$ cat src/hw/usb_host_config.svh
`ifndef USB_HOST_CONFIG_SVH
`define USB_HOST_CONFIG_SVH

// Address handed to the device by SET_ADDRESS
`define USB_DEV_ADDR 7'd9

// Frame number carried by the single SOF token
`define USB_SOF_FRAME 11'h123

// Language ID for string descriptor reads (English, US)
`define USB_LANG_EN_US 16'h0409

// wLength of every descriptor read
`define USB_DESC_LEN 16'd64

// Standard request codes
`define USB_REQ_GET_DESC 8'd6
`define USB_REQ_SET_ADDR 8'd5
`define USB_REQ_SET_CONF 8'd9

`endif

$ cat src/hw/usb_host_pkg.sv
package usb_host_pkg;

  // One byte on the packet stream
  typedef logic [7:0] byte_t;

  typedef logic [6:0] dev_addr_t;
  typedef logic [3:0] endp_t;

  // Endpoint over address or the frame number for SOF
  typedef logic [10:0] tok_field_t;

  // 8-byte setup request whose byte 0 sits in bits 7:0 and goes out first
  typedef logic [63:0] setup_t;

  typedef logic [15:0] crc16_t;

  typedef enum logic [3:0] {
    PID_OUT   = 4'b0001,
    PID_IN    = 4'b1001,
    PID_SOF   = 4'b0101,
    PID_SETUP = 4'b1101,
    PID_DATA0 = 4'b0011,
    PID_DATA1 = 4'b1011
  } pid_e;

  // Enumeration script stages in the order they run
  typedef enum logic [3:0] {
    STAGE_INIT = 4'h0,
    STAGE_DESC = 4'h1,
    STAGE_ENUM = 4'h2,
    STAGE_CONF = 4'h3,
    STAGE_STR0 = 4'h4,
    STAGE_IDLE = 4'hf
  } stage_e;

  // Token CRC5 over the 11-bit field fed LSB first
  function automatic logic [4:0] crc5(input tok_field_t field);
    logic [4:0] crc;
    logic       fb;
    logic [4:0] res;
    crc = 5'h1f;
    for (int i = 0; i < 11; i++) begin
      fb  = field[i] ^ crc[4];
      crc = {crc[3:0], 1'b0} ^ (fb ? 5'h05 : 5'h00);
    end
    // The CRC goes out MSB first, so reverse it into the LSB-first token word
    for (int i = 0; i < 5; i++) begin
      res[i] = ~crc[4 - i];
    end
    return res;
  endfunction

  // One byte step of the reflected CRC16 with the final inversion left to the caller
  function automatic crc16_t crc16_byte(input crc16_t crc, input byte_t data);
    crc16_t c;
    c = crc;
    for (int i = 0; i < 8; i++) begin
      if (c[0] ^ data[i]) begin
        c = (c >> 1) ^ 16'hA001;
      end else begin
        c = c >> 1;
      end
    end
    return c;
  endfunction

endpackage

$ cat src/hw/packet_tx.sv
`timescale 1ns/1ns

module packet_tx import usb_host_pkg::*; (
  input  logic       clock,
  input  logic       arst_n_i,
  input  logic       pkt_start_i,
  input  pid_e       pkt_pid_i,
  input  tok_field_t pkt_field_i,
  input  setup_t     pkt_payload_i,
  input  logic       pkt_has_payload_i,
  input  logic       tx_ready_i,
  output logic       pkt_done_o,
  output logic       tx_valid_o,
  output logic       tx_last_o,
  output byte_t      tx_data_o
);

  // Part of the packet that the byte on the stream belongs to
  typedef enum logic [1:0] {
    KIND_PID,
    KIND_BODY,
    KIND_CRC_LO,
    KIND_CRC_HI
  } kind_e;

  kind_e      kind_q;
  logic       valid_q;
  logic       last_q;
  logic       done_q;
  logic       is_data_q;
  logic [3:0] body_cnt_q;
  byte_t      data_q;
  setup_t     shift_q;
  crc16_t     crc_q;
  crc16_t     crc_nxt;
  logic       accept;
  logic       start;
  logic       start_is_data;

  assign accept        = valid_q && tx_ready_i;
  assign start         = pkt_start_i && !valid_q;
  // DATA0/DATA1 end in 2'b11, tokens in 2'b01
  assign start_is_data = (pkt_pid_i[1:0] == 2'b11);

  // Fold the body byte being accepted into the running CRC16
  assign crc_nxt = (kind_q == KIND_BODY) ? crc16_byte(crc_q, data_q) : crc_q;

  always_ff @(posedge clock or negedge arst_n_i) begin
    if (!arst_n_i) begin
      valid_q    <= 1'b0;
      last_q     <= 1'b0;
      done_q     <= 1'b0;
      is_data_q  <= 1'b0;
      kind_q     <= KIND_PID;
      body_cnt_q <= '0;
    end else begin
      done_q <= 1'b0;
      if (start) begin
        valid_q   <= 1'b1;
        last_q    <= 1'b0;
        is_data_q <= start_is_data;
        kind_q    <= KIND_PID;
        if (start_is_data) begin
          body_cnt_q <= pkt_has_payload_i ? 4'd8 : 4'd0;
        end else begin
          body_cnt_q <= 4'd2;
        end
      end else if (accept) begin
        if (last_q) begin
          valid_q <= 1'b0;
          last_q  <= 1'b0;
          done_q  <= 1'b1;
        end else if (body_cnt_q != '0) begin
          kind_q     <= KIND_BODY;
          body_cnt_q <= body_cnt_q - 4'd1;
          // Tokens end on their second field byte
          last_q     <= (body_cnt_q == 4'd1) && !is_data_q;
        end else if (kind_q != KIND_CRC_LO) begin
          kind_q <= KIND_CRC_LO;
        end else begin
          kind_q <= KIND_CRC_HI;
          last_q <= 1'b1;
        end
      end
    end
  end

  // Byte datapath
  always_ff @(posedge clock) begin
    if (start) begin
      data_q <= {~pkt_pid_i, pkt_pid_i};
      crc_q  <= 16'hFFFF;
      if (start_is_data) begin
        shift_q <= pkt_payload_i;
      end else begin
        shift_q <= {48'd0, crc5(pkt_field_i), pkt_field_i};
      end
    end else if (accept && !last_q) begin
      crc_q <= crc_nxt;
      if (body_cnt_q != '0) begin
        data_q  <= shift_q[7:0];
        shift_q <= shift_q >> 8;
      end else if (kind_q != KIND_CRC_LO) begin
        data_q <= ~crc_nxt[7:0];
      end else begin
        data_q <= ~crc_q[15:8];
      end
    end
  end

  assign tx_valid_o = valid_q;
  assign tx_last_o  = last_q;
  assign tx_data_o  = data_q;
  assign pkt_done_o = done_q;

  // Byte and end marker hold while the sink stalls
  a_hold_under_stall: assert property (
    @(posedge clock) disable iff (!arst_n_i)
    valid_q && !tx_ready_i |=> valid_q && $stable(data_q) && $stable(last_q)
  );

  a_last_with_valid: assert property (
    @(posedge clock) disable iff (!arst_n_i)
    last_q |-> valid_q
  );

endmodule

$ cat src/hw/control_xfer.sv
`timescale 1ns/1ns

`include "usb_host_config.svh"

module control_xfer import usb_host_pkg::*; (
  input  logic       clock,
  input  logic       arst_n_i,
  input  logic       xfer_start_i,
  input  logic       sof_start_i,
  input  dev_addr_t  xfer_addr_i,
  input  setup_t     xfer_setup_i,
  input  logic       ack_i,
  input  logic       pkt_done_i,
  output logic       xfer_done_o,
  output logic       pkt_start_o,
  output pid_e       pkt_pid_o,
  output tok_field_t pkt_field_o,
  output setup_t     pkt_payload_o,
  output logic       pkt_has_payload_o
);

  localparam endp_t EP0 = 4'h0;

  typedef enum logic [2:0] {
    X_IDLE,
    X_SETUP_TOK,
    X_SETUP_DATA,
    X_SETUP_ACK,
    X_STAT_TOK,
    X_STAT_DATA,
    X_STAT_ACK,
    X_SOF
  } xfer_state_e;

  xfer_state_e state_q;
  logic        start_q;
  logic        done_q;
  logic        has_payload_q;
  pid_e        pid_q;
  tok_field_t  field_q;
  setup_t      setup_q;
  logic        dir_in;

  // A device-to-host request takes a host-to-device status stage
  assign dir_in = setup_q[7];

  always_ff @(posedge clock) begin
    if (state_q == X_IDLE && xfer_start_i) begin
      setup_q <= xfer_setup_i;
    end
  end

  always_ff @(posedge clock or negedge arst_n_i) begin
    if (!arst_n_i) begin
      state_q       <= X_IDLE;
      start_q       <= 1'b0;
      done_q        <= 1'b0;
      has_payload_q <= 1'b0;
      pid_q         <= PID_OUT;
      field_q       <= '0;
    end else begin
      start_q <= 1'b0;
      done_q  <= 1'b0;
      case (state_q)
        X_IDLE: begin
          if (xfer_start_i) begin
            start_q       <= 1'b1;
            pid_q         <= PID_SETUP;
            field_q       <= {EP0, xfer_addr_i};
            has_payload_q <= 1'b0;
            state_q       <= X_SETUP_TOK;
          end else if (sof_start_i) begin
            start_q       <= 1'b1;
            pid_q         <= PID_SOF;
            field_q       <= `USB_SOF_FRAME;
            has_payload_q <= 1'b0;
            state_q       <= X_SOF;
          end
        end
        X_SETUP_TOK: begin
          if (pkt_done_i) begin
            start_q       <= 1'b1;
            pid_q         <= PID_DATA0;
            has_payload_q <= 1'b1;
            state_q       <= X_SETUP_DATA;
          end
        end
        X_SETUP_DATA: begin
          if (pkt_done_i) begin
            state_q <= X_SETUP_ACK;
          end
        end
        X_SETUP_ACK: begin
          if (ack_i) begin
            start_q       <= 1'b1;
            pid_q         <= dir_in ? PID_OUT : PID_IN;
            has_payload_q <= 1'b0;
            state_q       <= X_STAT_TOK;
          end
        end
        X_STAT_TOK: begin
          if (pkt_done_i) begin
            if (dir_in) begin
              // Zero-length DATA1 closes a read
              start_q <= 1'b1;
              pid_q   <= PID_DATA1;
              state_q <= X_STAT_DATA;
            end else begin
              state_q <= X_STAT_ACK;
            end
          end
        end
        X_STAT_DATA: begin
          if (pkt_done_i) begin
            state_q <= X_STAT_ACK;
          end
        end
        X_STAT_ACK: begin
          if (ack_i) begin
            done_q  <= 1'b1;
            state_q <= X_IDLE;
          end
        end
        X_SOF: begin
          if (pkt_done_i) begin
            done_q  <= 1'b1;
            state_q <= X_IDLE;
          end
        end
        default: state_q <= X_IDLE;
      endcase
    end
  end

  assign xfer_done_o       = done_q;
  assign pkt_start_o       = start_q;
  assign pkt_pid_o         = pid_q;
  assign pkt_field_o       = field_q;
  assign pkt_payload_o     = setup_q;
  assign pkt_has_payload_o = has_payload_q;

  // Next start waits until the serializer finishes the packet in flight
  a_one_packet: assert property (
    @(posedge clock) disable iff (!arst_n_i)
    start_q |=> (!start_q throughout pkt_done_i [->1])
  );

endmodule

$ cat src/hw/enum_sequencer.sv
`timescale 1ns/1ns

`include "usb_host_config.svh"

module enum_sequencer import usb_host_pkg::*; (
  input  logic      clock,
  input  logic      arst_n_i,
  input  logic      enable_i,
  input  logic      enum_start_i,
  input  logic      xfer_done_i,
  output logic      xfer_start_o,
  output logic      sof_start_o,
  output dev_addr_t xfer_addr_o,
  output setup_t    xfer_setup_o,
  output stage_e    stage_o,
  output logic      done_o
);

  // bmRequestType for standard device requests
  localparam logic [7:0] RT_DEV_IN  = 8'h80;
  localparam logic [7:0] RT_DEV_OUT = 8'h00;

  stage_e stage_q;
  logic   start_q;
  logic   sof_q;
  logic   sof_sent_q;
  logic   done_q;

  function automatic setup_t make_setup(
    input logic [7:0]  rtype,
    input logic [7:0]  req,
    input logic [15:0] value,
    input logic [15:0] index,
    input logic [15:0] length
  );
    return {length, index, value, req, rtype};
  endfunction

  always_ff @(posedge clock or negedge arst_n_i) begin
    if (!arst_n_i) begin
      stage_q    <= STAGE_INIT;
      start_q    <= 1'b0;
      sof_q      <= 1'b0;
      sof_sent_q <= 1'b0;
      done_q     <= 1'b0;
    end else begin
      start_q <= 1'b0;
      sof_q   <= 1'b0;
      case (stage_q)
        STAGE_INIT: begin
          if (enable_i && enum_start_i) begin
            stage_q <= STAGE_DESC;
            start_q <= 1'b1;
          end
        end
        STAGE_DESC: begin
          if (xfer_done_i) begin
            stage_q <= STAGE_ENUM;
            start_q <= 1'b1;
          end
        end
        STAGE_ENUM: begin
          // SET_ADDRESS first and then one SOF before moving on
          if (xfer_done_i && sof_sent_q) begin
            stage_q <= STAGE_CONF;
            start_q <= 1'b1;
          end else if (xfer_done_i) begin
            sof_q      <= 1'b1;
            sof_sent_q <= 1'b1;
          end
        end
        STAGE_CONF: begin
          if (xfer_done_i) begin
            stage_q <= STAGE_STR0;
            start_q <= 1'b1;
          end
        end
        STAGE_STR0: begin
          if (xfer_done_i) begin
            stage_q <= STAGE_IDLE;
            done_q  <= 1'b1;
          end
        end
        default: ;
      endcase
    end
  end

  // Request for the current stage stays stable while its transfer runs
  always_comb begin
    xfer_addr_o  = '0;
    xfer_setup_o = '0;
    case (stage_q)
      STAGE_DESC: begin
        xfer_setup_o = make_setup(RT_DEV_IN, `USB_REQ_GET_DESC, 16'h0100, 16'h0000,
                                  `USB_DESC_LEN);
      end
      STAGE_ENUM: begin
        xfer_setup_o = make_setup(RT_DEV_OUT, `USB_REQ_SET_ADDR, {9'd0, `USB_DEV_ADDR},
                                  16'h0000, 16'h0000);
      end
      STAGE_CONF: begin
        xfer_addr_o  = `USB_DEV_ADDR;
        xfer_setup_o = make_setup(RT_DEV_OUT, `USB_REQ_SET_CONF, 16'h0001, 16'h0000,
                                  16'h0000);
      end
      STAGE_STR0: begin
        // Serial number string at index 3
        xfer_addr_o  = `USB_DEV_ADDR;
        xfer_setup_o = make_setup(RT_DEV_IN, `USB_REQ_GET_DESC, 16'h0303, `USB_LANG_EN_US,
                                  `USB_DESC_LEN);
      end
      default: ;
    endcase
  end

  assign xfer_start_o = start_q;
  assign sof_start_o  = sof_q;
  assign stage_o      = stage_q;
  assign done_o       = done_q;

  a_stage_forward: assert property (
    @(posedge clock) disable iff (!arst_n_i)
    (stage_q != $past(stage_q)) |-> (stage_q > $past(stage_q))
  );

endmodule

$ cat src/hw/usb_ctrl_host.sv
`timescale 1ns/1ns

module usb_ctrl_host import usb_host_pkg::*; (
  input  logic   clock,
  input  logic   arst_n_i,
  input  logic   enable_i,
  input  logic   enum_start_i,
  input  logic   ack_i,
  input  logic   tx_ready_i,
  output logic   tx_valid_o,
  output logic   tx_last_o,
  output byte_t  tx_data_o,
  output stage_e stage_o,
  output logic   done_o
);

  // Sequencer to transfer engine
  logic       xfer_start;
  logic       sof_start;
  logic       xfer_done;
  dev_addr_t  xfer_addr;
  setup_t     xfer_setup;

  // Transfer engine to serializer
  logic       pkt_start;
  logic       pkt_done;
  pid_e       pkt_pid;
  tok_field_t pkt_field;
  setup_t     pkt_payload;
  logic       pkt_has_payload;

  enum_sequencer enum_sequencer_i (
    .clock        (clock),
    .arst_n_i     (arst_n_i),
    .enable_i     (enable_i),
    .enum_start_i (enum_start_i),
    .xfer_done_i  (xfer_done),
    .xfer_start_o (xfer_start),
    .sof_start_o  (sof_start),
    .xfer_addr_o  (xfer_addr),
    .xfer_setup_o (xfer_setup),
    .stage_o      (stage_o),
    .done_o       (done_o)
  );

  control_xfer control_xfer_i (
    .clock             (clock),
    .arst_n_i          (arst_n_i),
    .xfer_start_i      (xfer_start),
    .sof_start_i       (sof_start),
    .xfer_addr_i       (xfer_addr),
    .xfer_setup_i      (xfer_setup),
    .ack_i             (ack_i),
    .pkt_done_i        (pkt_done),
    .xfer_done_o       (xfer_done),
    .pkt_start_o       (pkt_start),
    .pkt_pid_o         (pkt_pid),
    .pkt_field_o       (pkt_field),
    .pkt_payload_o     (pkt_payload),
    .pkt_has_payload_o (pkt_has_payload)
  );

  packet_tx packet_tx_i (
    .clock             (clock),
    .arst_n_i          (arst_n_i),
    .pkt_start_i       (pkt_start),
    .pkt_pid_i         (pkt_pid),
    .pkt_field_i       (pkt_field),
    .pkt_payload_i     (pkt_payload),
    .pkt_has_payload_i (pkt_has_payload),
    .tx_ready_i        (tx_ready_i),
    .pkt_done_o        (pkt_done),
    .tx_valid_o        (tx_valid_o),
    .tx_last_o         (tx_last_o),
    .tx_data_o         (tx_data_o)
  );

endmodule

$ cat config.mk
export PLATFORM = sky130hd
export DESIGN_NAME = usb_ctrl_host
export DESIGN_NICKNAME = d
export VERILOG_FILES = /design/src/hw/usb_host_pkg.sv /design/src/hw/packet_tx.sv /design/src/hw/control_xfer.sv /design/src/hw/enum_sequencer.sv /design/src/hw/usb_ctrl_host.sv
export VERILOG_INCLUDE_DIRS = /design/src /design/src/hw
export SDC_FILE = /design/constraint.sdc
export NUM_CORES = 1
export LEC_CHECK = 0
export CAP_MARGIN = 15
export CORE_UTILIZATION = 35
export CTS_CLUSTER_DIAMETER = 30
export DETAILED_ROUTE_END_ITERATION = 16
export DONT_BUFFER_PORTS = 1
export GPL_ROUTABILITY_DRIVEN = 1
export MAX_ROUTING_LAYER = met4
export PLACE_DENSITY = 0.47
export SLEW_MARGIN = 15
export SYNTH_ARGS = -nofsm -noshare
export SYNTH_HDL_FRONTEND = slang
export SYNTH_HIERARCHICAL = 1
export SYNTH_SLANG_ARGS = --single-unit
$ cat constraint.sdc
create_clock -name clock -period 10.75 [get_ports clock]
set_clock_uncertainty 0.15 [all_clocks]
set_input_delay 1.6125 -clock clock [delete_from_list [all_inputs] [get_ports clock]]
set_output_delay 1.6125 -clock clock [all_outputs]
set_load 0.01 [all_outputs]
=== Yosys cells after proc, flatten, opt, wreduce, memory -nomap -nowiden ===
Index checks and enable logic that the tools add are counted.

* Input bits: 6
* Register bits: 191
* Output and inout port bits: 15
* Word-level logic and storage cells: 232

* Add/subtract/negate cells: 1
* Bitwise gates (word level): 46
* Multiplexer cells: 98
* Eq/ne operators: 30
* Reductions and logical operators: 35

{| class="wikitable"
|+ Operators by type and width
! operator !! number
|-
| 2-to-1 mux 64 bit || 4
|-
| case mux 55 bit (4 select lines) || 1
|-
| 2-to-1 mux 16 bit || 8
|-
| 2-to-1 mux 4 bit || 19
|-
| 2-to-1 mux 3 bit || 20
|-
| bitwise XOR 5 bit || 10
|-
| 2-to-1 mux 8 bit || 5
|-
| 2-to-1 mux 1 bit || 27
|-
| inverter 2 -> 3 bit || 8
|-
| case mux 3 bit (8 select lines) || 1
|-
| 2-to-1 mux 11 bit || 2
|-
| != test 2 x 1 -> 1 bit (second input constant) || 11
|-
| case mux 4 bit (5 select lines) || 1
|-
| bitwise XOR 1 bit || 18
|-
| inverter 8 bit || 2
|-
| case mux 4 bit (4 select lines) || 1
|-
| == test 3 bit (second input constant) || 4
|-
| AND reduction 2 bit || 6
|-
| AND reduction 6 bit || 2
|-
| 2-to-1 mux 2 bit || 5
|-
| nonzero test 2 bit || 5
|-
| == test 4 x 1 -> 1 bit (second input constant) || 2
|-
| == test 4 x 2 -> 1 bit (second input constant) || 2
|-
| != test 2 bit (second input constant) || 4
|-
| 23 further kinds || 42
|}

=== Depth between registers and ports, before layout ===
* Depth in word-level cells: 35
* Gate-level depth with buffers: 8
* Gate-level depth less buffers: 7

=== By module ===
Netlist, hierarchy kept.

{| class="wikitable"
|+ Modules (own cells, without submodules)
! module !! sequential area each (µm²) !! instances !! cells each !! area each (µm²)
|-
| packet_tx || 2,732.6 || 1 || 394 || 4,611.9
|-
| control_xfer || 2,347.3 || 1 || 152 || 2,785.2
|-
| enum_sequencer || 200.2 || 1 || 112 || 948.4
|}

=== Worst setup path after synthesis ===
Ideal clock, no wire load.

* Path type: input-to-reg
* Start: input tx_ready_i
* End: register packet_tx_i.shift_q[0], enable pin
* Cell stages on the path: 4
* Arrival: 3.471 ns
* Setup slack: 6.705 ns
* Buffers on the path: 0
* Cell sequence: nand2_1 > nor2_1 > nand2_1 > nand2_1

* Word-level cells in the longest chain between the ends: 4

{| class="wikitable"
|+ Ends and longest elaborated chain
! element !! line !! text
|-
| start: declaration || usb_ctrl_host.sv:9 || <nowiki>input logic tx_ready_i,</nowiki>
|-
| logical AND 1 bit || packet_tx.sv:40 || <nowiki>assign accept = valid_q && tx_ready_i;</nowiki>
|-
| logical AND 1 bit || packet_tx.sv:98 || <nowiki>end else if (accept && !last_q) begin</nowiki>
|-
| nonzero test 2 bit (no source line) || - ||
|-
| AND reduction 2 bit (no source line) || - ||
|-
| end signal: assignment || packet_tx.sv:94 || <nowiki>shift_q <= pkt_payload_i;</nowiki>
|-
| end signal: assignment || packet_tx.sv:96 || <nowiki>shift_q <= {48'd0, crc5(pkt_field_i), pkt_field_i};</nowiki>
|-
| end signal: assignment || packet_tx.sv:102 || <nowiki>shift_q <= shift_q >> 8;</nowiki>
|-
| end: declaration || packet_tx.sv:33 || <nowiki>setup_t shift_q;</nowiki>
|}

Every way passes these cells.
A chain may end at the register's enable or synchronous reset.

=== Final worst setup path ===
* Start: input tx_ready_i
* End: register packet_tx_i.shift_q[26], enable pin

Same word-level chain as after synthesis.

==> summary.md <==
| Metric | Value |
|---|---|
| Filler cells | `2263` |
| Most frequent cell on the critical path | `nand2_1` |
| Post-synthesis sequential area ratio | `0.633` |
| Hold Fails Final Rpt | `0` |
| Power share of the clock group | `0.227` |
| GPL Wtd Cong | `0.828` |
| Top post-synthesis cells by area | `edfxtp_1 49%, dfrtp_1 10%, buf_4 6.4%, a22o_1 4.6%, dfxtp_1 3.8%` |
| Crit path buffers/inverters | `1` |
| # Max-Cap Violations | `0` |
| Met2 Resource Use GR | `0.200` |
| Synth area leader | `edfxtp_1` |
| Switching power total | `0.956 mW` |
| Setup bufs post-CTS | `0` |
| Layout cells sized above 1 | `0.0738` |
| Worst-margin pin slew | `1.02 ns` |
| Setup CP Type | `in -> reg` |
| Power share of the combinational group | `0.330` |
| Die Y | `156 µm` |
| Critical Path RT | `10.66 ns` |
| CTS Buf Count | `17` |
| Skew-Pair Late Insertion Delay | `0.43 ns` |
| Startpoint Class | `input pin` |
| Initial drt markers | `243` |
| Drt pass-1 iters | `7` |
| Slew Limit Fails | `0` |
| Register Area | `5280 µm²` |
| Pint | `1.84 mW` |
| CP delay by family, top | `simple AND/OR/NAND/NOR gates` |
| Post-cts resize count | `0` |
| Primary FF master, synth | `edfxtp_1` |
| Leakage | `3.47 nW` |
| Post-synth ARST share | `0.187` |
| Synth unique cells | `56` |
| Global-route wire length before repair | `23400 µm` |
| Max Clk Rate | `0.321 GHz` |
| Power density over the cells | `312 nW/µm²` |
| Vias per cell | `4.58` |
| Antenna-violating nets left | `0` |
| Post-Synth Adder-Cell Area | `0.00450` |
| Clk sinks | `187` |
| Root buf cell | `clkbuf_16` |
| Synth top area share | `0.489` |
| Delay of the slowest critical-path stage | `0.65 ns` |
| Number of global-route vias before repair | `4511` |
| Total length of routed wires | `14000 µm` |
| Final Cycle Share | `0.290` |
| CTS tree | `yes` |
| Multi-input gate area | `2620 µm²` |
| DIE AREA | `24500 µm²` |
| Mapped Cells | `658` |
| Largest net degree at the start of global routing | `76` |
| DRC errors left | `0` |
| Area grow syn2layout | `7.42%` |
| Fin util | `0.383` |
| ANT cells | `0` |
| Worst min path class | `reg -> reg` |
| Switching fraction of total power | `0.341` |
| Synthesized area per cell | `12.7 µm²` |
| Compound-gate portion of the synthesized area | `0.121` |
| Ports | `21` |
| CTS H-tree depth | `4` |
| Via count | `4442` |
| Tot GR Track Use | `0.129` |
| Sequential group share of total power | `0.443` |
| Crit path DAT | `3.02 ns` |
| Cell row count | `56` |
| Clock slew at reported path FFs | `0.07 ns` |
| Critical Path Fanout Max | `65` |
| Setup TNS | `0 ns` |
| Core box area | `23400 µm²` |
| Total power | `2.80 mW` |
| CTS Hold Bufs | `0` |
| Final period demand of the worst path | `3.12 ns` |
| Status | `finished, final reports clean` |
| Max stage delay cell, worst path | `buf_4` |
| Yosys warns | `6` |
| Post-Synth Simple-Gate Area | `0.0850` |
| Post-synthesis xor/xnor area fraction | `0.0481` |
| Port Buffers | `0` |
| Largest family of logic cells by synthesized area | `compound AO/OA/AOI/OAI gates` |
| Initial core utilization | `0.357` |
| FF+latch count, synth | `187` |
| Leading cell type in the layout, fill and taps excluded | `edfxtp_1` |
| Post-DP HPWL | `8450 µm` |
| Slew margin rel. | `0.314` |
| Post-DP Area | `8360 µm²` |
| Clk buf depth | `2` |
| Total grt overflow | `0` |
| Multiplexer share of the synthesized area | `0.0258` |
| Met1 Track Usage GR | `0.157` |
| Crit-path cells | `nand2_1 -> nor2_1 -> nand2_1 -> nand2_2 -> buf_4` |
| Die X | `156 µm` |
| VDD IR max | `0.000121 V` |
| RSZ-0062 raised after global routing | `false` |
| Cell area after layout | `8960 µm²` |
| Most used routing layer in global routing | `met2` |
| Post-synth EDFFs | `136` |
| Commonest cells after routing, fill and taps aside | `136 x edfxtp_1, 59 x conb_1, 54 x nand2_1, 44 x a22o_1, 39 x o21ai_0` |
| WL/cell | `14.5 µm` |
| Setup violators final | `0` |
| CP Capture Type | `flop` |
| Initial antenna violation count | `0` |
| Cell area after synthesis | `8350 µm²` |
| Nets | `646` |
| Met3 Resource Use GR | `0.0360` |
==> per-layer routing <==
metal,share of wire,wire length [µm],vias up
met1,0.47,6600,2141
met2,0.47,6580,75
li1,-,-,2208
met3,0.039,543,18
met4,0.021,293,0
met5,0,0,-
==> state kept, by name, summed over array words and instances (netlist names) <==
signal / cells
enum_sequencer_i/xfer_start_o: 1
control_xfer_i/pkt_pid_o: 3
enum_sequencer_i/sof_start_o: 1
packet_tx_i/tx_data_o: 8
control_xfer_i/pkt_field_o: 8
packet_tx_i/crc_q: 16
control_xfer_i/pkt_has_payload_o: 1
packet_tx_i/kind_q: 2
packet_tx_i/tx_valid_o: 1
control_xfer_i/xfer_done_o: 1
enum_sequencer_i/done_o: 1
control_xfer_i/pkt_start_o: 1
packet_tx_i/tx_last_o: 1
packet_tx_i/body_cnt_q: 4
control_xfer_i/state_q: 3
packet_tx_i/shift_q: 64
enum_sequencer_i/stage_o: 4
enum_sequencer_i/sof_sent_q: 1
packet_tx_i/is_data_q: 1
packet_tx_i/pkt_done_o: 1
control_xfer_i/pkt_payload_o: 64
==> cell usage after synthesis (all sizes together) (3+ instances only) <==
library cell and count:
buf 75, nor4b 3, nand2 55, mux2 4, ha 3, a211oi 5
a31oi 5, conb 3, edfxtp 136, nor3 7, xnor2 32, dfrtp 35
a22o 44, a21oi 23, nand3 4, o211ai 7, mux2i 17, dfxtp 16
nor2b 9, clkbuf 27, xnor3 3, xor2 6, and2 12, inv 6
a22oi 3, nor2 36, o21ai 40, a21o 7, nand2b 9
==> cells by family after synthesis <==
| kind of cell | count (synthesis) |
|---|---|
| compound gates | 148 |
| fa+ha+maj | 3 |
| other cells | 3 |
| mux | 21 |
| xor+xnor | 41 |
| buf+inv | 108 |
| simple gates | 147 |
| flops | 187 |
==> power groups by stage <==
stage | registers [mW] | logic [mW] | clock network, mW
3_5_place_dp | 1.26 | 0.936 | 0
4_1_cts | 1.24 | 0.940 | 0.654
2_1_floorplan | 1.19 | 0.843 | 0
3_3_place_gp | 1.25 | 0.917 | 0
6_report | 1.24 | 0.925 | 0.635
5_1_grt | 1.27 | 1.04 | 0.684
==> final timing paths <==
kind                       slack [ns]                   start  cells past startpoint                     endpoint
hold reg to reg                  0.34   packet_tx_i/is_data_q                      1        packet_tx_i/is_data_q
setup reg to reg                 8.10  packet_tx_i/tx_valid_o                      5      packet_tx_i/shift_q[22]
hold / removal                   0.34   packet_tx_i/is_data_q                      1        packet_tx_i/is_data_q
min in group asynchronous        0.72                arst_n_i                      0  enum_sequencer_i/stage_o[3]
max in group asynchronous        9.63                arst_n_i                      0        packet_tx_i/tx_last_o
setup / recovery                 7.63              tx_ready_i                      5      packet_tx_i/shift_q[26]
==> worst register-to-register path: cells and delay by family (launching register included) <==
family / cells / cell delay (ns)
compound gates: 1 / 0.28
buf+inv: 2 / 1.01
flops: 1 / 0.48
simple gates: 2 / 0.48
==> cell type report <==
type / count / share of cell area
flip-flops and latches: 187 / 0.589
multi-input cells: 419 / 0.292
inverters: 6 / 0.00251
clock inverters: 15 / 0.0195
repair buffers: 6 / 0.00502
well taps: 319 / 0.0445
clock buffers: 17 / 0.0475
==> per-stage QoR <==
| step | hold slack (ns) | instances | setup WS, ns |
|---|---|---|---|
| 6_report | 0.338 | 969 | 7.63 |
| 5_1_grt | 0.374 | 969 | 7.46 |
| 4_1_cts | 0.341 | 969 | 7.63 |
| 3_5_place_dp | 0.324 | 937 | 7.16 |
| 3_3_place_gp | 0.325 | 937 | 7.19 |
| 2_1_floorplan | 0.286 | 714 | 6.71 |
No activity file was read; power rests on OpenSTA's default activity.
